**src/verilog/attn_pkg.sv**
```systemverilog
package attn_pkg;

    //////////////////////////////////////////////////////////////////////
    // sizes

    localparam int SEQ_LEN = 4;                 // rows of q, k, v
    localparam int D_K     = 8;                 // head dimension
    localparam int SA_N    = 4;                 // array edge
    localparam int MAX_K   = 8;                 // deepest inner dimension
    localparam int ACC_W   = 24;                // accumulator width
    localparam int P_ONE   = 128;               // softmax numerator scale

    localparam logic [3:0] PV_SHIFT = 4'd7;     // p is q7, so drop 7 bits

    localparam logic [1:0] CFG_ADDR_QK_SHIFT    = 2'd0;
    localparam logic [1:0] CFG_ADDR_SCALE_VAL   = 2'd1;
    localparam logic [1:0] CFG_ADDR_SCALE_SHIFT = 2'd2;
    localparam logic [1:0] CFG_ADDR_STATUS      = 2'd3;

    //////////////////////////////////////////////////////////////////////
    // data types

    typedef logic signed [7:0] s8_t;

    typedef s8_t [SEQ_LEN-1:0][D_K-1:0]   mat_qkv_t;   // [row][col]
    typedef s8_t [SA_N-1:0][MAX_K-1:0]    sa_opa_t;    // left operand
    typedef s8_t [MAX_K-1:0][SA_N-1:0]    sa_opb_t;    // right operand
    typedef s8_t [SA_N-1:0][SA_N-1:0]     sa_res_t;
    typedef s8_t [SEQ_LEN-1:0]            sm_row_t;

    typedef struct packed {
        logic [3:0] qk_shift;
        logic [7:0] scale_val;      // unsigned; the array sees it as int8
        logic [3:0] scale_shift;
    } attn_cfg_t;

    localparam attn_cfg_t CFG_RST = '{
        qk_shift:    4'd3,
        scale_val:   8'd91,         // about 128/sqrt(2)
        scale_shift: 4'd8
    };

endpackage
```
**src/verilog/attn_cfg_regs.sv**
```systemverilog
`timescale 1ns/10ps

module attn_cfg_regs (
    input  logic                I_CLK,
    input  logic                I_ASYN_RSTN,
    input  logic                i_cfg_wr,
    input  logic [1:0]          i_cfg_addr,
    input  logic [7:0]          i_cfg_wdata,
    input  logic                i_busy,         // from the sequencer
    output attn_pkg::attn_cfg_t o_cfg,
    output logic [7:0]          o_cfg_rdata
);
    import attn_pkg::*;

    // writes only land while the engine is idle
    always_ff @(posedge I_CLK or negedge I_ASYN_RSTN) begin
        if (!I_ASYN_RSTN) begin
            o_cfg <= CFG_RST;
        end else if (i_cfg_wr && !i_busy) begin
            case (i_cfg_addr)
                CFG_ADDR_QK_SHIFT:    o_cfg.qk_shift    <= i_cfg_wdata[3:0];
                CFG_ADDR_SCALE_VAL:   o_cfg.scale_val   <= i_cfg_wdata;
                CFG_ADDR_SCALE_SHIFT: o_cfg.scale_shift <= i_cfg_wdata[3:0];
                default: ;                              // status is read only
            endcase
        end
    end

    always_comb begin
        case (i_cfg_addr)
            CFG_ADDR_QK_SHIFT:    o_cfg_rdata = {4'd0, o_cfg.qk_shift};
            CFG_ADDR_SCALE_VAL:   o_cfg_rdata = o_cfg.scale_val;
            CFG_ADDR_SCALE_SHIFT: o_cfg_rdata = {4'd0, o_cfg.scale_shift};
            default:              o_cfg_rdata = {7'd0, i_busy};
        endcase
    end

    a_no_write_busy: assert property (
        @(posedge I_CLK) disable iff (!I_ASYN_RSTN)
        (i_cfg_wr && i_busy) |=> $stable(o_cfg)
    ) else $error("configuration changed while busy");

endmodule

```
**config.mk**
```make
export PLATFORM = sky130hd
export DESIGN_NAME = attn_cfg_regs
export DESIGN_NICKNAME = d
export VERILOG_FILES = /design/src/verilog/attn_pkg.sv /design/src/verilog/attn_cfg_regs.sv
export SDC_FILE = /design/constraint.sdc
export NUM_CORES = 1
export LEC_CHECK = 0
export BUFFER_PORTS_ARGS = -buffer_cell sky130_fd_sc_hd__buf_2
export CELL_PAD_IN_SITES_DETAIL_PLACEMENT = 1
export CELL_PAD_IN_SITES_GLOBAL_PLACEMENT = 2
export CORE_MARGIN = 5
export CORE_UTILIZATION = 31
export CTS_BUF_LIST = sky130_fd_sc_hd__clkbuf_16
export DETAILED_ROUTE_END_ITERATION = 6
export PLACE_DENSITY_LB_ADDON = 0.3
export SYNTH_ARGS = -nofsm -noshare
export SYNTH_HDL_FRONTEND = slang
export SYNTH_SLANG_ARGS = --single-unit
```
**constraint.sdc**
```tcl
create_clock -name I_CLK -period 4 [get_ports I_CLK]
set_clock_uncertainty 0.15 [all_clocks]
set_input_delay 1 -clock I_CLK [delete_from_list [all_inputs] [get_ports I_CLK]]
set_output_delay 1 -clock I_CLK [all_outputs]
set_load 0.05 [all_outputs]
```
==> impl_metrics.py <==
metrics = {
    "die": {
        "ios": 38,
        "die_area_um2": 3777,
        "coreArea_um2": 2500,
        "die_x_um": 61.46,
        "start_util_pct": 32.83,
        "die_height_um": 61.46,
        "rows": 18,
    },
    "logic_synthesis": {
        "netlist-cell-type-count": 13,
        "synth_flop_cell": "dfstp_2",
        "synth.top_cell.area_share_pct": 25.61,
        "synth_nets": 64,
        "syn-cell-area_um2": 820.8,
        "async_reset_ff_share_pct": 100.0,
        "yosys_warnings": 0,
        "synth_fa_ha_area_share_pct": 0,
        "avgSynthCellArea_um2": 16.42,
        "synth_top_family_by_area": "multiplexers",
        "synthSimpleGateAreaFrac_pct": 10.21,
        "synth_xor_area_share_pct": 0,
        "ys_ff_latch": 16,
        "synth_cells": 50,
        "synth_compound_area_share_pct": 3.201,
        "synth_seq_area_share_pct": 50.00,
        "synthTopCellsByArea": "dfstp_2 (26%), dfrtp_1 (24%), mux2_4 (15%), mux2_2 (11%), buf_6 (4.1%)",
        "synthTopCellsByCount": "dfrtp_1 (8), dfstp_2 (8), mux2_2 (8), mux2_4 (8), and2_1 (4)",
        "synth_edf_count": 0,
        "synth_top_area_cell": "dfstp_2",
        "muxShareOfSynthArea_pct": 32.47,
    },
    "route": {
        "vias": 561,
        "drtAntennaViolNets": 0,
        "routed_wirelength_um": 1845,
        "dr.pass1.iters": 2,
        "avgViaCountPerCell": 4.795,
        "routedWlPerCell_um": 15.77,
        "drtIter0Drc": 5,
        "drc": 0,
    },
    "worst_setup_path": {
        "crit_chain": "buf_2 > nor2b_1 > o2bb2ai_1 > buf_2",
        "worstSetupStartpointType": "input pin",
        "required_ns": 2.85,
        "cp_slowest_stage_delay_ns": 0.43,
        "path_common_cell": "buf_2",
        "criticalPathCategory": "input pin to primary output",
        "cp-startpoint": "i_cfg_addr[0]",
        "cp_slowest_cell": "nor2b_1",
        "crit_family": "buffers and inverters",
        "path_buf_inv": 2,
        "crit_fanout": 8,
        "crit_path_end_kind": "primary output",
        "worstPathArrival_ns": 2.07,
        "reg2reg_from": "o_cfg[6]",
    },
    "timing": {
        "tns_ns": 0,
        "setup-violations-final": 0,
        "max_slew.worst_pin.slew_ns": 0.5426,
        "rsz0062_at_grt": "no",
        "fmaxAchievable_mhz": 310.9,
        "slew_viol_final": 0,
        "relSlewSlack_pct": 63.82,
        "hold_viol": 0,
        "fin_crit_sh_pct": 80.41,
        "period_minus_slack_ns": 3.216,
        "setup_slack_ns": 0.7836,
    },
    "cts": {
        "clk-insertion-delay-late_ns": 0.24,
        "post-cts-setup-buffers": 0,
        "hold_buffers": 0,
        "clockBufferDepth": 2,
        "cts_resized": 0,
        "clk_pin_slew_worst_paths_ns": 0.05,
        "cts_tree": "yes",
        "cts_sinks": 16,
        "numCtsBuffers": 3,
        "root_buffer": "clkbuf_16",
        "htree_levels": 1,
    },
    "finish": {
        "layout.nets": 103,
        "top_register": "o_cfg",
        "insertedDiodeCount": 0,
        "syn2layout_area_growth_pct": 32.16,
        "layout.cells.non_filler": 117,
        "largest_reg_flops": 16,
        "drive_gt1_share_pct": 75.86,
        "fin_util_pct": 43.39,
        "reg_top3": "o_cfg (16)",
    },
    "placement": {
        "io_buffers": 37,
        "place_ws_ns": 0.7666,
        "dp_cells": 114,
        "hpwlAfterDp_um": 1456,
        "gp_congestion": 0.6891,
    },
    "run_status": {
        "status": "complete, no violations",
    },
    "global_routing": {
        "overflow": 0,
        "grt_max_degree": 17,
        "grt_pass1_wl_um": 2904,
        "track_usage_pct": 10.95,
        "grt_antenna_before_repair": 0,
        "grt_pass1_vias": 602,
    },
    "pwr": {
        "p_per_area_nw_per_um2": 669.0,
        "leakage_nw": 0.5246,
        "p_total_uw": 725.7,
        "vdd_drop_max_mv": 0.2668,
    },
    "min_path": {
        "hp-class": "register to register",
        "min_from": "o_cfg[11]",
    },
    "job": {
        "drv_cap": 0,
    },
}
## per-layer routing
metal / wire [um] / global-route usage, %
met5: 0 / 0
met4: 17 / 4.545
met3: 128 / 2.935
met2: 914 / 17.98
met1: 785 / 13.62
## final cells by class
type,count,area (um^2)
fill,269,1415
tap,30,37.54
clock buffer,3,75.07
sequential,16,410.4
timing repair buffer,37,185.2
multi-input combinational,31,376.6
## metrics by stage
step	cell area [um^2]	hold slack, ns
after floorplan	820.8	0.5544
after global routing	1085	0.4011
final	1085	0.3742
after detailed placement	1010	0.3599
after global placement	1010	0.3616
after CTS	1085	0.3768
## where the power goes
group,switching (mW),leakage [nW],internal (mW),total (mW)
registers,0.0258,0.180,0.212,0.237
logic,0.214,0.308,0.0856,0.300
clock network,0.0578,0.0370,0.131,0.189
## kinds of logic (layout without fill, tap and decap cells)
logic type             count (synthesis)  after routing
DFF                                   16             16
and+or+nand+nor                        8              8
AOI/OAI and AO/OA                      3              3
buffers and inverters                  3             40
muxes                                 20             20
## path summary, 6_finish.rpt
kind,to,slack [ns],cells past startpoint
setup / recovery,o_cfg_rdata[2],0.78,4
hold / removal,o_cfg[11],0.37,1
setup reg to reg,o_cfg[6],3.07,1
hold reg to reg,o_cfg[11],0.37,1
max in group asynchronous,o_cfg[4],2.89,1
min in group asynchronous,o_cfg[11],0.51,1
## cell usage in the layout, fill, tap and decap left out, drive strengths merged, types with 2 or more instances in the layout
cell type	instances
and2	4
and4bb	2
buf	37
clkbuf	3
dfrtp	8
dfstp	8
mux2	16
mux2i	3
o2bb2ai	3
Note: power is estimated with default switching activity, not from simulation.
