--- src/verilog/attn_pkg.sv ---
package attn_pkg;

    //////////////////////////////////////////////////////////////////////
    // sizes

    localparam int SEQ_LEN = 4;                 // rows of q, k, v
    localparam int D_K     = 8;                 // head dimension
    localparam int SA_N    = 4;                 // array edge
    localparam int MAX_K   = 8;                 // deepest inner dimension
    localparam int ACC_W   = 24;                // accumulator width
    localparam int P_ONE   = 128;               // softmax numerator scale

    localparam logic [3:0] PV_SHIFT = 4'd7;     // p is q7, so drop 7 bits

    localparam logic [1:0] CFG_ADDR_QK_SHIFT    = 2'd0;
    localparam logic [1:0] CFG_ADDR_SCALE_VAL   = 2'd1;
    localparam logic [1:0] CFG_ADDR_SCALE_SHIFT = 2'd2;
    localparam logic [1:0] CFG_ADDR_STATUS      = 2'd3;

    //////////////////////////////////////////////////////////////////////
    // data types

    typedef logic signed [7:0] s8_t;

    typedef s8_t [SEQ_LEN-1:0][D_K-1:0]   mat_qkv_t;   // [row][col]
    typedef s8_t [SA_N-1:0][MAX_K-1:0]    sa_opa_t;    // left operand
    typedef s8_t [MAX_K-1:0][SA_N-1:0]    sa_opb_t;    // right operand
    typedef s8_t [SA_N-1:0][SA_N-1:0]     sa_res_t;
    typedef s8_t [SEQ_LEN-1:0]            sm_row_t;

    typedef struct packed {
        logic [3:0] qk_shift;
        logic [7:0] scale_val;      // unsigned; the array sees it as int8
        logic [3:0] scale_shift;
    } attn_cfg_t;

    localparam attn_cfg_t CFG_RST = '{
        qk_shift:    4'd3,
        scale_val:   8'd91,         // about 128/sqrt(2)
        scale_shift: 4'd8
    };

endpackage
--- src/verilog/attn_ctrl.sv ---
`timescale 1ns/10ps

module attn_ctrl (
    input  logic                I_CLK,
    input  logic                I_ASYN_RSTN,
    input  logic                i_start,
    input  attn_pkg::mat_qkv_t  i_mat_q,        // held while busy
    input  attn_pkg::mat_qkv_t  i_mat_k,
    input  attn_pkg::mat_qkv_t  i_mat_v,
    input  attn_pkg::attn_cfg_t i_cfg,
    input  attn_pkg::sa_res_t   i_sa_result,
    input  logic                i_sa_vld,
    input  attn_pkg::sm_row_t   i_sm_prob,
    input  logic                i_sm_vld,
    output logic                o_sa_start,
    output attn_pkg::sa_opa_t   o_sa_op_a,
    output attn_pkg::sa_opb_t   o_sa_op_b,
    output logic [3:0]          o_sa_k_dim,
    output logic [3:0]          o_sa_shift,
    output logic                o_sm_start,
    output attn_pkg::sm_row_t   o_sm_row,
    output logic                o_busy,
    output logic                o_done,
    output logic                o_att_vld,
    output attn_pkg::mat_qkv_t  o_att_data
);
    import attn_pkg::*;

    typedef enum logic [2:0] {
        ST_IDLE,
        ST_QK,          // s = q * k^T
        ST_SCALE,       // s * diag(scale)
        ST_SM,          // p = softmax(s), row by row
        ST_PV0,         // o[:, 0:3] = p * v
        ST_PV1,         // o[:, 4:7]
        ST_DONE
    } ctrl_state_t;

    ctrl_state_t state;
    logic        pend;                      // launch the current pass next cycle
    logic [1:0]  row_q;
    logic [2:0]  col_base;
    sa_res_t     score_q;
    sa_res_t     prob_q;

    assign col_base = (state == ST_PV1) ? 3'd4 : 3'd0;
    assign o_sm_row = score_q[row_q];

    //////////////////////////////////////////////////////////////////////
    // array operands, selected by pass

    always_comb begin
        o_sa_op_a  = '0;
        o_sa_op_b  = '0;
        o_sa_k_dim = 4'(SA_N);
        o_sa_shift = PV_SHIFT;
        case (state)
            ST_QK: begin
                o_sa_op_a  = i_mat_q;           // same shape as the left operand
                for (int k = 0; k < D_K; k++) begin
                    for (int c = 0; c < SEQ_LEN; c++) begin
                        o_sa_op_b[k][c] = i_mat_k[c][k];
                    end
                end
                o_sa_k_dim = 4'(D_K);
                o_sa_shift = i_cfg.qk_shift;
            end
            ST_SCALE: begin
                for (int r = 0; r < SA_N; r++) begin
                    for (int c = 0; c < SA_N; c++) begin
                        o_sa_op_a[r][c] = score_q[r][c];
                    end
                    o_sa_op_b[r][r] = i_cfg.scale_val;
                end
                o_sa_shift = i_cfg.scale_shift;
            end
            ST_PV0, ST_PV1: begin
                for (int r = 0; r < SA_N; r++) begin
                    for (int c = 0; c < SA_N; c++) begin
                        o_sa_op_a[r][c] = prob_q[r][c];
                        o_sa_op_b[r][c] = i_mat_v[r][col_base + c];
                    end
                end
            end
            default: ;
        endcase
    end

    //////////////////////////////////////////////////////////////////////
    // pass sequencer

    always_ff @(posedge I_CLK or negedge I_ASYN_RSTN) begin
        if (!I_ASYN_RSTN) begin
            state      <= ST_IDLE;
            pend       <= 1'b0;
            row_q      <= 2'd0;
            o_sa_start <= 1'b0;
            o_sm_start <= 1'b0;
            o_busy     <= 1'b0;
            o_done     <= 1'b0;
            o_att_vld  <= 1'b0;
        end else begin
            o_sa_start <= 1'b0;
            o_sm_start <= 1'b0;
            o_done     <= 1'b0;
            if (pend) begin
                pend <= 1'b0;
                if (state == ST_SM) begin
                    o_sm_start <= 1'b1;
                end else begin
                    o_sa_start <= 1'b1;
                end
            end
            case (state)
                ST_IDLE: begin
                    if (i_start) begin
                        state     <= ST_QK;
                        pend      <= 1'b1;
                        o_busy    <= 1'b1;
                        o_att_vld <= 1'b0;
                    end
                end
                ST_QK: begin
                    if (i_sa_vld) begin
                        state <= ST_SCALE;
                        pend  <= 1'b1;
                    end
                end
                ST_SCALE: begin
                    if (i_sa_vld) begin
                        state <= ST_SM;
                        pend  <= 1'b1;
                        row_q <= 2'd0;
                    end
                end
                ST_SM: begin
                    if (i_sm_vld) begin
                        pend <= 1'b1;
                        if (row_q == 2'(SEQ_LEN - 1)) begin
                            state <= ST_PV0;
                        end else begin
                            row_q <= row_q + 2'd1;
                        end
                    end
                end
                ST_PV0: begin
                    if (i_sa_vld) begin
                        state <= ST_PV1;
                        pend  <= 1'b1;
                    end
                end
                ST_PV1: if (i_sa_vld) state <= ST_DONE;
                default: begin
                    state     <= ST_IDLE;
                    o_busy    <= 1'b0;
                    o_done    <= 1'b1;
                    o_att_vld <= 1'b1;
                end
            endcase
        end
    end

    //////////////////////////////////////////////////////////////////////
    // result capture

    always_ff @(posedge I_CLK) begin
        if (i_sa_vld) begin
            case (state)
                ST_QK, ST_SCALE: score_q <= i_sa_result;
                ST_PV0, ST_PV1: begin
                    for (int r = 0; r < SA_N; r++) begin
                        for (int c = 0; c < SA_N; c++) begin
                            o_att_data[r][col_base + c] <= i_sa_result[r][c];
                        end
                    end
                end
                default: ;
            endcase
        end
        if (i_sm_vld) begin
            prob_q[row_q] <= i_sm_prob;
        end
    end

    a_done_after_busy: assert property (
        @(posedge I_CLK) disable iff (!I_ASYN_RSTN)
        o_done |-> $past(o_busy)
    ) else $error("done without a running pass");

endmodule

--- config.mk ---
export PLATFORM = sky130hd
export DESIGN_NAME = attn_ctrl
export DESIGN_NICKNAME = d
export VERILOG_FILES = /design/src/verilog/attn_pkg.sv /design/src/verilog/attn_ctrl.sv
export SDC_FILE = /design/constraint.sdc
export NUM_CORES = 1
export LEC_CHECK = 0
export BUFFER_PORTS_ARGS = -buffer_cell sky130_fd_sc_hd__buf_2
export CAP_MARGIN = 20
export CORE_AREA = 10 10 686 688
export CTS_CLUSTER_DIAMETER = 50
export CTS_CLUSTER_SIZE = 16
export DETAILED_ROUTE_END_ITERATION = 10
export DIE_AREA = 0 0 696 698
export HOLD_SLACK_MARGIN = 0.12
export SLEW_MARGIN = 10
export SYNTH_ARGS = -nofsm -noshare
export SYNTH_HDL_FRONTEND = slang
export SYNTH_SLANG_ARGS = --single-unit
export TNS_END_PERCENT = 20
--- constraint.sdc ---
create_clock -name I_CLK -period 8.2 [get_ports I_CLK]
set_clock_uncertainty 0.15 [all_clocks]
set_input_delay 0 -clock I_CLK [delete_from_list [all_inputs] [get_ports I_CLK]]
set_output_delay 0 -clock I_CLK [all_outputs]
set_load 0.01 [all_outputs]
==> impl_results.md <==
- Latest clock arrival within the worst-skew pair: ~0.73 ns
- Max Cap Viol: 0
- Cell variety after synth: 37
- Register area share after synthesis: a little under two thirds
- Initial Util: 5.391%
- Switch Pwr: about 6.9 mW
- Top cells by area, synth: edfxtp_1 (63%), and2_1 (7.4%), a22oi_1 (7.2%)
- Cts bufs inserted: 60
- Vias per cell: roughly 3.0
- CP endpoint kind: output port
- Async SR Flop Fraction: 2.103%
- Clock transition at path regs: approximately 0.070 ns
- Total gr overflow: 0
- Post-synth EDFFs: 512
- Reg-to-Reg Start: state[1]
- Synth Register Bits: about 520
- Die width: between 600 and 700 um
- Routed Antenna Nets: 0
- DPL Wire Length: between 300 and 400 mm
- Max-slew violation count: 0
- Critical Path Source: state[0]
- Fmax: ~180 MHz
- Most common flop cell mapped by yosys: edfxtp_1
- Slew margin rel.: 21.66%
- Commonest non-fill, non-tap cell in the layout: buf_2
- Post-CTS Setup Bufs: 0
- Pre-CTS setup slack: about 3.3 ns
- Max VDD drop: 273.5 uV
- Max clock buf depth: 3
- Layout area overhead: 87.97%
- Crit-path cells: buf_4 > nor2b_4 > buf_4 > buf_4 > a22oi_1 > o21ai_0 > buf_2
- Fin crit period: between 5 and 6 ns
- First-pass GRT wire length: between 400 and 500 mm
- Clk pwr share: 21.8%
- Die Height: 698 um
- Crit path DAT: 5.30 ns
- Mapped Cells: 1890
- Sink Count: approximately 520
- PwrDens: between 200 and 300 nW/um^2
- CTS tree: built
- Sw Share: 50.82%
- I/O pin total: 1762
- Final design utilization: 10.13%
- Final worst-path cycle share: 66.44%
- Hold_sp: i_sa_result[111]
- Logic pwr share: between 50 and 60%
- Post-Route WL: 418.5 mm
- Most frequent cells in the layout: buf_2 (1759), edfxtp_1 (512), dlygate4sd3_1 (301)
- Post-route setup slack: 2.752 ns
- P_int: 6.657 mW
- Fin nets: ~4800
- Setup crit start kind: register
- HP Class: primary input to register
- Synth Cell Area: about 25000 sq um
- CP max-delay cell: dfrtp_4
- Fraction of final layout cells sized beyond drive strength 1: around 52%
- IO buf count: approximately 1800
- CP max stage delay: 0.88 ns
- Post-synth top area share: between 60% and 70%
- 1st-pass router iterations: 7
- Crit path required time: between 8 and 9 ns
- Pleak: 17.80 nW
- Gr usage total: around 16%
- Setup Crit Path Kind: register to output port
- GPL Wtd Cong: between 1 and 1.5
- Final Hold Vio Count: 0
- Max H-tree Level: 2
- Status: complete, no violations
- CORE AREA: 455800 sq um
- CP Max Fanout: 54
- Seq pwr share: 27.5%
- Row count: between 200 and 250
- Die area: between 400000 and 500000 sq um
- Reg2Reg Setup Slack: roughly 4.8 ns
- DR WL/cell: between 40 and 50 um
- Largest net degree at the start of global routing: ~240
- Biggest area consumer among synthesized cells: edfxtp_1
- DR vias: about 30000
- Worst slew pin tran: roughly 1.2 ns
- Vias in the first global route: roughly 28000
- DRC Markers: 0
- Setup TNS: 0 ns
- Root cell of the clock tree: clkbuf_16
- Syn avg cell area: between 10 and 15 sq um
- DR iter-0 viols: 3473
- Initial antenna violation count: 432
- RSZ-0062 raised after global routing: false
- Warning count from the yosys run: 0
- Most Frequent Cell on Critical Path: buf_4
- Final setup violation count: 0
synthesized netlist by cell type, types with 2 or more instances:
cell type and n:
o22ai_1 32, a22oi_1 237, clkbuf_1 82, nand4_1 2, a21oi_1 26, inv_1 6, buf_1 6, edfxtp_1 512
and3_1 34, dfrtp_1 11, mux2_2 99, ha_1 4, nand3_1 4, mux4_2 32, and2_1 292, nor2b_1 6
and3b_1 5, mux2i_1 30, buf_4 9, nand2b_1 9, buf_2 71, o21ai_1 46, nand2_1 135, nor2_1 100
o21ai_0 88
worst max-delay path: cells and delay by family, from the launching register on:
kind	cells	cell delay (ns)
buf+inv	4	2.12
compound gates	2	0.95
simple gates	1	0.46
flops	1	0.88
sequential cells by signal, summed over array words and instances (netlist names):
name / flops
o_att_data: 256
o_att_vld: 1
o_busy: 1
o_done: 1
o_sa_start: 1
o_sm_start: 1
pend: 1
prob_q: 128
row_q: 2
score_q: 128
state: 3
per-layer routing:
layer	wire length [um]	up-vias	track usage, %
met2	204100	2876	28.64
met5	1535	-	0.5589
met1	145200	14662	17.08
li1	-	11325	-
met4	20590	156	6.044
met3	47030	906	7.092
area by class of cell:
cell class              count  area [sq um]
fillers                 52433        409600
flip-flops and latches    523         15670
repair buffers           2100         12200
multi-input cells        1193          8205
well taps                6000          7507
clock buffers              70          1560
clock inverters            38         541.8
diodes                    191         478.0
inverters                   6         30.03
power groups by stage:
| stage | logic (mW) | clock network, mW | registers, mW |
|---|---|---|---|
| floorplan | 2.50 | 0 | 3.45 |
| global placement | 6.89 | 0 | 3.78 |
| detailed placement | 6.92 | 0 | 3.77 |
| CTS | 7.09 | 3.01 | 3.72 |
| global route | 7.21 | 3.09 | 3.73 |
| finish | 6.87 | 2.95 | 3.72 |
final timing paths:
kind	cells after the start	end
hold reg to reg	2	o_busy
setup / recovery	7	o_sa_op_a[133]
max in group asynchronous	3	row_q[0]
hold / removal	2	o_att_data[207]
setup reg to reg	4	o_att_data[78]
min in group asynchronous	3	o_att_vld
kinds of logic (layout without fill, tap and decap cells):
logic type / after synthesis / count (layout) / synth area share, %
simple gates: 592 / 592 / 12.73
flops: 523 / 523 / 63.68
compound gates: 434 / 434 / 11.48
buf+inv: 175 / 2214 / 3.202
mux: 161 / 161 / 8.691
fa+ha+maj: 4 / 4 / 0.2037
other cells: 1 / 193 / 0.01526
what timing repair did:
action	CTS	global route
hold endpoints to repair	674	0
hold buffers	301	0
gates resized for setup	0	0
per-stage QoR:
step                      total power [mW]  hold WS (ns)  area [sq um]  std cells
after floorplan                      5.952       -0.4456         24580       1891
after global placement               10.67      -0.08420         40510       9513
after detailed placement             10.69      -0.08761         40570       9520
after CTS                            13.82        0.1206         45690       9929
after global routing                 14.03        0.1293         46050      10065
final                                13.54        0.1296         46190      10121
No activity file was read; power rests on OpenSTA's default activity.
