## src/verilog/attn_pkg.sv

```systemverilog
package attn_pkg;

    //////////////////////////////////////////////////////////////////////
    // sizes

    localparam int SEQ_LEN = 4;                 // rows of q, k, v
    localparam int D_K     = 8;                 // head dimension
    localparam int SA_N    = 4;                 // array edge
    localparam int MAX_K   = 8;                 // deepest inner dimension
    localparam int ACC_W   = 24;                // accumulator width
    localparam int P_ONE   = 128;               // softmax numerator scale

    localparam logic [3:0] PV_SHIFT = 4'd7;     // p is q7, so drop 7 bits

    localparam logic [1:0] CFG_ADDR_QK_SHIFT    = 2'd0;
    localparam logic [1:0] CFG_ADDR_SCALE_VAL   = 2'd1;
    localparam logic [1:0] CFG_ADDR_SCALE_SHIFT = 2'd2;
    localparam logic [1:0] CFG_ADDR_STATUS      = 2'd3;

    //////////////////////////////////////////////////////////////////////
    // data types

    typedef logic signed [7:0] s8_t;

    typedef s8_t [SEQ_LEN-1:0][D_K-1:0]   mat_qkv_t;   // [row][col]
    typedef s8_t [SA_N-1:0][MAX_K-1:0]    sa_opa_t;    // left operand
    typedef s8_t [MAX_K-1:0][SA_N-1:0]    sa_opb_t;    // right operand
    typedef s8_t [SA_N-1:0][SA_N-1:0]     sa_res_t;
    typedef s8_t [SEQ_LEN-1:0]            sm_row_t;

    typedef struct packed {
        logic [3:0] qk_shift;
        logic [7:0] scale_val;      // unsigned; the array sees it as int8
        logic [3:0] scale_shift;
    } attn_cfg_t;

    localparam attn_cfg_t CFG_RST = '{
        qk_shift:    4'd3,
        scale_val:   8'd91,         // about 128/sqrt(2)
        scale_shift: 4'd8
    };

endpackage
```

## src/verilog/row_softmax.sv

```systemverilog
`timescale 1ns/10ps

module row_softmax (
    input  logic              I_CLK,
    input  logic              I_ASYN_RSTN,
    input  logic              i_start,      // one-cycle pulse
    input  attn_pkg::sm_row_t i_row,        // scaled scores
    output attn_pkg::sm_row_t o_prob,       // q7 probabilities
    output logic              o_vld
);
    import attn_pkg::*;

    typedef enum logic [2:0] {SM_IDLE, SM_MAX, SM_SUM, SM_DIV, SM_OUT} sm_phase_t;

    sm_phase_t   phase;
    logic [1:0]  idx_q;                     // element under division
    logic [2:0]  bit_q;                     // quotient bit step
    sm_row_t     row_q;
    s8_t         max_q;
    logic [7:0]  e_q [SEQ_LEN];
    logic [9:0]  sum_q;                     // 128..512
    logic [10:0] rem_q;
    logic [5:0]  quot_q;

    s8_t         row_max;
    logic [7:0]  e_c [SEQ_LEN];
    logic [9:0]  sum_c;
    logic [10:0] rem_sh;
    logic [10:0] rem_nx;
    logic        q_bit;
    logic        ovf;

    always_comb begin
        row_max = row_q[0];
        for (int i = 1; i < SEQ_LEN; i++) begin
            if (row_q[i] > row_max) begin
                row_max = row_q[i];
            end
        end
    end

    // exponent is 128 >> (max - x), gone after 8 steps
    always_comb begin
        logic [8:0] d;
        sum_c = '0;
        for (int i = 0; i < SEQ_LEN; i++) begin
            d      = 9'(max_q - row_q[i]);
            e_c[i] = (d >= 9'd8) ? 8'd0 : 8'(8'd128 >> d);
            sum_c  = sum_c + 10'(e_c[i]);
        end
    end

    // restoring divider, e*128 / sum
    assign rem_sh = {rem_q[9:0], 1'b0};
    assign q_bit  = (rem_sh >= {1'b0, sum_q});
    assign rem_nx = q_bit ? rem_sh - {1'b0, sum_q} : rem_sh;
    assign ovf    = ({2'd0, e_q[idx_q]} >= sum_q);    // quotient would reach 128

    //////////////////////////////////////////////////////////////////////
    // control

    always_ff @(posedge I_CLK or negedge I_ASYN_RSTN) begin
        if (!I_ASYN_RSTN) begin
            phase <= SM_IDLE;
            idx_q <= 2'd0;
            bit_q <= 3'd0;
            o_vld <= 1'b0;
        end else begin
            o_vld <= 1'b0;
            case (phase)
                SM_IDLE: if (i_start) phase <= SM_MAX;
                SM_MAX:  phase <= SM_SUM;
                SM_SUM: begin
                    phase <= SM_DIV;
                    idx_q <= 2'd0;
                    bit_q <= 3'd0;
                end
                SM_DIV: begin
                    if (bit_q == 3'd6) begin
                        bit_q <= 3'd0;
                        idx_q <= idx_q + 2'd1;
                        if (idx_q == 2'(SEQ_LEN - 1)) begin
                            phase <= SM_OUT;
                        end
                    end else begin
                        bit_q <= bit_q + 3'd1;
                    end
                end
                default: begin
                    o_vld <= 1'b1;
                    phase <= SM_IDLE;
                end
            endcase
        end
    end

    //////////////////////////////////////////////////////////////////////
    // datapath

    always_ff @(posedge I_CLK) begin
        case (phase)
            SM_IDLE: if (i_start) row_q <= i_row;
            SM_MAX:  max_q <= row_max;
            SM_SUM: begin
                e_q   <= e_c;
                sum_q <= sum_c;
                rem_q <= 11'(e_c[0]);
            end
            SM_DIV: begin
                quot_q <= {quot_q[4:0], q_bit};
                rem_q  <= rem_nx;
                if (bit_q == 3'd6) begin
                    o_prob[idx_q] <= ovf ? 8'sd127 : s8_t'({1'b0, quot_q, q_bit});
                    rem_q         <= 11'(e_q[2'(idx_q + 2'd1)]);  // next element
                end
            end
            default: ;
        endcase
    end

    a_sum_floor: assert property (
        @(posedge I_CLK) disable iff (!I_ASYN_RSTN)
        (phase == SM_DIV) |-> (sum_q >= 10'(P_ONE))
    ) else $error("exponent sum below one");

endmodule

```

## config.mk

```make
export PLATFORM = sky130hd
export DESIGN_NAME = row_softmax
export DESIGN_NICKNAME = d
export VERILOG_FILES = /design/src/verilog/attn_pkg.sv /design/src/verilog/row_softmax.sv
export SDC_FILE = /design/constraint.sdc
export NUM_CORES = 1
export LEC_CHECK = 0
export ABC_AREA = 1
export BUFFER_PORTS_ARGS = -buffer_cell sky130_fd_sc_hd__buf_4
export CAP_MARGIN = 20
export CORE_AREA = 2 2 131 133
export DETAILED_ROUTE_END_ITERATION = 6
export DIE_AREA = 0 0 133 135
export PLACE_DENSITY = 0.81
export SLEW_MARGIN = 15
export SYNTH_ARGS = -nofsm -noshare
export SYNTH_HDL_FRONTEND = slang
export SYNTH_SLANG_ARGS = --single-unit
```

## constraint.sdc

```tcl
create_clock -name I_CLK -period 5.51 [get_ports I_CLK]
set_input_delay 0.2755 -clock I_CLK [delete_from_list [all_inputs] [get_ports I_CLK]]
set_output_delay 0.2755 -clock I_CLK [all_outputs]
set_load 0.05 [all_outputs]
```

==> impl_metrics.ini, run 1 <==
[run_status]
status = finished, final reports clean

[drt]
drtIter0Drc = 404
routed_wl_mm = 18.37
num_vias = 6596
drt-wirelength-per-cell_um = 14.73
final_antenna_net_count = 0
vias_per_cell = 5.289
drtPass1Iterations = 5
drc = 0

[cells_and_area]
postLayoutCellArea_mm2 = 0.01016
diodes = 0
final_cell_mix = inv_1 (160), nor2_1 (142), edfxtp_1 (126)
drive_above_1_share = 0.1324
ff_latch_area_mm2 = 0.004009
final_common_cell = inv_1
nets = 1155
nFillCells = 1244
multi_input_area_mm2 = 0.004120
area_delta_synth_final_pct = 15.53

[clock_network]
clockBufferDepth = 2
clk_pin_slew_worst_paths_ps = 70
h-tree-depth = 4
clk_latency_ps = 430
cts_sinks = 135
cts_root_buffer = clkbuf_16
cts_buffers = 17
cts_tree = built

[die]
coreArea_mm2 = 0.01641
num_io_pins = 68
fp.dieW_um = 133
start_util = 0.5361
die_height_um = 135
rows = 47
dieArea_mm2 = 0.01796

[synth]
ys_ff_latch = 135
syn_area_mm2 = 0.008796
synthDistinctLibCells = 42
yosysWarnings = 0
avgSynthCellArea_um2 = 9.357
synthCells = 940
yosysSeqAreaShare = 0.4558

[timing]
skew_ps = 12.46
setup-tns-final_ps = 0
worst_slew_pin_slew_ps = 911.2
fmax_mhz = 195.0
hold_violations = 0
fin_crit_sh = 0.9309
setup_viol = 0
fin_crit_ps = 5129
rsz0062_at_grt = no
finalMaxSlewViolations = 0
relSlewSlack = 0.3919

[global_routing]
grt_usage = 0.2179
antenna_found_initial = 0
grt_pass1_wl_mm = 30.85
grt_max_degree = 40
grt_pass1_vias = 6678
grt_overflow = 0

[setup_path]
arrival_ps = 5310
critical_path.endpoint_type = register
crit_slowest_cell = fa_1
cp_slowest_stage_delay_ps = 490
timing.rr.end = sum_q[9]
worstRegToRegCells = 26
ff2ff_setup_slack_ps = 380
cp_common_cell = nand2_1
r2r-start = max_q[0]
worstSetupPathType = register to register
worst_setup_path_start_kind = register
cp_data_required_time_ps = 5690
cp_max_fo = 4

[power_and_ir_drop]
irDropWorstVdd_v = 0.0003255
p_leak_uw = 0.004631
p_per_area_mw_per_mm2 = 507.8

[min_path]
hold_depth = 1
hold_class = input pin to register
min_from = i_row[29]
min_to = row_q[29]

[run]
max_cap_violations = 0

[placed_design]
post_dp_cell_area_mm2 = 0.009539
dp_hpwl_mm = 14.15
gp_congestion = 0.9246
buffer_ports.inserted = 63
-- worst max-delay path: cells and delay by family (launching register included) --
| family | cells | cell delay (ps) |
|---|---|---|
| buffers and inverters | 4 | 380 |
| and+or+nand+nor | 10 | 1010 |
| AOI/OAI and AO/OA | 6 | 910 |
| adders and majority gates | 6 | 2240 |
| DFF | 1 | 360 |
-- per-stage QoR --
stage / utilization / cells / total power [uW] / setup slack [ps] / hold WS, ps
floorplan: - / 943 / 3427 / 909.7 / -20.09
global placement: 0.5797 / 1212 / 3905 / 484.8 / 102.1
detailed placement: 0.5814 / 1213 / 3994 / 450.2 / 105.1
CTS: 0.6189 / 1246 / 5157 / 403.4 / 7.299
global route: 0.6194 / 1247 / 5590 / 39.72 / 2.403
finish: 0.6194 / 1247 / 5160 / 380.7 / 15.52
-- layer usage --
metal	GRT usage	wire length [um]
met3	0.04655	869
met4	0.1057	667
met5	0	0
met1	0.2468	7475
met2	0.3923	9362
-- power by group --
part           switching [uW]  leakage (uW)  internal (uW)
registers                 171       0.00129           1530
logic                    1480       0.00304            844
clock network             521      0.000292            613
-- area by class of cell --
| class | instances | area share |
|---|---|---|
| well taps | 220 | 0.02709 |
| repair buffers | 70 | 0.05393 |
| inverters | 161 | 0.05947 |
| flip-flops and latches | 135 | 0.3945 |
| clock inverters | 15 | 0.01773 |
| multi-input cells | 629 | 0.4054 |
| clock buffers | 17 | 0.04186 |
-- kinds of logic after synthesis --
family | synth area share
AND/OR/NAND/NOR | 0.1744
buffers and inverters | 0.07824
AO/OA/AOI/OAI | 0.1036
flip-flops | 0.4558
adder cells (fa/ha/maj) | 0.1687
XOR/XNOR | 0.01892
other | 0.0004263
-- state kept, by name, summed over array words and instances, names as in the netlist --
name / count
rem_q: 10
idx_q: 2
o_prob: 28
row_q: 32
e_q: 32
max_q: 8
bit_q: 3
sum_q: 10
o_vld: 1
quot_q: 6
phase: 3
-- cell usage after synthesis, drive strengths merged --
| cell type | count | area share |
|---|---|---|
| o211a | 3 | 0.0034 |
| o22ai | 7 | 0.0050 |
| a21o | 5 | 0.0043 |
| nand2 | 144 | 0.068 |
| nand3b | 1 | 0.00085 |
| o221ai | 2 | 0.0020 |
| o21ai | 64 | 0.036 |
| a31oi | 2 | 0.0014 |
| xor2 | 19 | 0.019 |
| nor3 | 4 | 0.0023 |
| ha | 85 | 0.12 |
| or2 | 1 | 0.00071 |
| edfxtp | 126 | 0.43 |
| a21oi | 40 | 0.023 |
| inv | 161 | 0.069 |
| a211oi | 3 | 0.0026 |
| o21bai | 4 | 0.0034 |
| conb | 1 | 0.00043 |
| fa | 21 | 0.048 |
| o211ai | 13 | 0.011 |
| a221oi | 2 | 0.0020 |
| o311ai | 1 | 0.0010 |
| buf | 5 | 0.0040 |
| nand3 | 27 | 0.021 |
| dfrtp | 9 | 0.026 |
| nor4 | 1 | 0.0014 |
| nor2 | 148 | 0.065 |
| nand4 | 15 | 0.011 |
| a21boi | 1 | 0.00085 |
| o32ai | 7 | 0.0070 |
| or3b | 1 | 0.0010 |
| clkbuf | 13 | 0.0055 |
| and2 | 4 | 0.0028 |
-- worst max path at each step --
stage                  start        to  slack (ps)
floorplan           max_q[0]  sum_q[8]         910
global placement    max_q[0]  sum_q[9]         480
detailed placement  max_q[0]  sum_q[9]         450
CTS                 max_q[0]  sum_q[9]         400
global route        max_q[0]  sum_q[9]          40
finish              max_q[0]  sum_q[9]         380
-- repair_timing --
item	in CTS	in global routing
hold buffers	1	0
buffers inserted	0	0
endpoints found under the hold margin	9	0
resized for setup	0	0
No activity file was read; power rests on OpenSTA's default activity.
==> run 2: changes to the inputs <==
Settings changed: PLACE_DENSITY 0.81 to 0.84.
Clock period 5.51 ns to 4.2 ns, I/O delays scaled along.
==> run 2 against run 1 <==
- final area up 24%
- maximum frequency up 2.3%
- via count grew 27%
- routed wire length rose by 60%
- critical path type unchanged
- the run now ends with negative setup slack left
==> impl_metrics.ini, run 2 (synthesis results as in run 1) <==
[run_status]
status = finished with violations
violations = negative setup slack

[clock_network]
h-tree-depth = 4
clk_pin_slew_worst_paths_ps = 70
cts_sinks = 135
cts_tree = built
clk_latency_ps = 450
cts_root_buffer = clkbuf_16
clockBufferDepth = 2
cts_buffers = 17

[global_routing]
grt_max_degree = 44
grt_pass1_vias = 8092
grt_pass1_wl_mm = 39.98
grt_usage = 0.2908
antenna_found_initial = 0
grt_overflow = 0

[cells_and_area]
top_regs = e_q: 32 flops, row_q: 32 flops, o_prob: 28 flops
final_cell_mix = buf_4 (210), inv_1 (142), edfxtp_1 (126)
area_delta_synth_final_pct = 42.72
diodes = 0
nets = 1343
final_common_cell = buf_4
drive_above_1_share = 0.3556
nFillCells = 885

[setup_path]
worstSetupPathType = register to register
cp_max_fo = 3
critical_path.endpoint_type = register
worst_setup_path_start_kind = register
arrival_ps = 5220
cp_data_required_time_ps = 4400

[timing]
rsz0062_at_grt = yes
skew_ps = 11.70
fin_crit_sh = 1.194
setup_viol = 16
fin_crit_ps = 5016
setup_slack_ps = -815.5
finalMaxSlewViolations = 0
relSlewSlack = 0.2227
hold_violations = 0
worst_slew_pin_slew_ps = 1162
fmax_mhz = 199.4

[die]
coreArea_mm2 = 0.01641
die_height_um = 135
start_util = 0.5361
fp.dieW_um = 133
rows = 47
num_io_pins = 68
dieArea_mm2 = 0.01796

[run]
max_cap_violations = 0

[power_and_ir_drop]
total_power_uw = 8605
irDropWorstVdd_v = 0.0005860
p_leak_uw = 0.005625
p_per_area_mw_per_mm2 = 685.5

[drt]
drc = 0
drtPass1Iterations = 7
vias_per_cell = 5.815
drtIter0Drc = 730
final_antenna_net_count = 0
drt-wirelength-per-cell_um = 20.46
num_vias = 8345
routed_wl_mm = 29.36

[placed_design]
preCtsSetupSlack_ps = -496.2
dp_hpwl_mm = 16.09
buffer_ports.inserted = 63
gp_congestion = 0.8943

[min_path]
hold_class = input pin to register
-- run 2: changes by cell type in the layout (fill, tap and decap cells not counted), sizes merged --
cell         previous run  this run
dlygate4sd3             1        33
clkinvlp                1         0
clkinv                  6        11
nand3                  27        28
inv                   169       165
buf                    69       224
-- run 2: stage by stage --
| step | utilization | setup TNS (ps) | cells | hold WS [ps] | instance area, um2 |
|---|---|---|---|---|---|
| 4_1_cts | 0.7289 | -2541 | 1413 | 44.61 | 11960 |
| 3_3_place_gp | 0.6351 | -1787 | 1324 | 35.51 | 10420 |
| 5_1_grt | 0.7651 | -10840 | 1435 | 45.08 | 12550 |
| 3_5_place_dp | 0.6351 | -3328 | 1324 | 37.40 | 10420 |
| 2_1_floorplan | - | -343.4 | 943 | -85.59 | 8879 |
| 6_report | 0.7651 | -9638 | 1435 | 34.16 | 12550 |
-- run 2: power by group --
part	internal [uW]	switching [uW]
sequential	2010	256
combinational	1930	2850
clock	812	755
-- run 2: cell type report --
cell class              count  area [um2]  share of cell area
clock inverters            15       203.9             0.01625
multi-input cells         630        4946              0.3940
repair buffers            257        2082              0.1659
inverters                 161       611.8             0.04874
well taps                 220       275.3             0.02193
flip-flops and latches    135        4009              0.3193
clock buffers              17       425.4             0.03389
-- run 2: final timing paths --
kind	start	endpoint	slack (ps)	cells past startpoint
min	i_start	phase[0]	30	3
max	max_q[0]	sum_q[9]	-820	26
max reg2reg	max_q[0]	sum_q[9]	-820	26
min in group asynchronous	I_ASYN_RSTN	phase[0]	120	2
min reg2reg	phase[2]	o_vld	440	0
max in group asynchronous	I_ASYN_RSTN	phase[1]	3950	2
-- run 2: routing by layer --
layer,up-vias,share of wire,global-route usage
li1,3676,-,-
met1,3922,0.32,0.2839
met2,546,0.53,0.5558
met3,201,0.068,0.05218
met4,0,0.082,0.1995
met5,-,0,0
-- run 2: repair_timing --
action	4_1_cts	5_1_grt
setup endpoints to repair	15	16
hold buffers	33	0
buffers inserted	23	23
endpoints found under the hold margin	41	0
pin swaps	50	68
cloned	1	0
gates resized for setup	89	91
-- run 2: worst max-delay path, stage by stage (launching register included) --
cell and delay [ps]:
edfxtp_1 380, inv_2 120, ha_4 150, inv_2 50, fa_2 390, a21o_1 200, a21oi_2 180, nand2_1 110
nand2_1 80, o211a_1 150, nand2_2 70, nor2_1 140, nand2_1 180, nor2_2 180, inv_1 80, fa_2 350
inv_2 70, fa_1 420, ha_2 230, fa_2 430, nand3_2 90, nand2_2 70, a21oi_2 160, nor2_1 70
nor2_1 150, o21ai_1 100, a21o_1 180
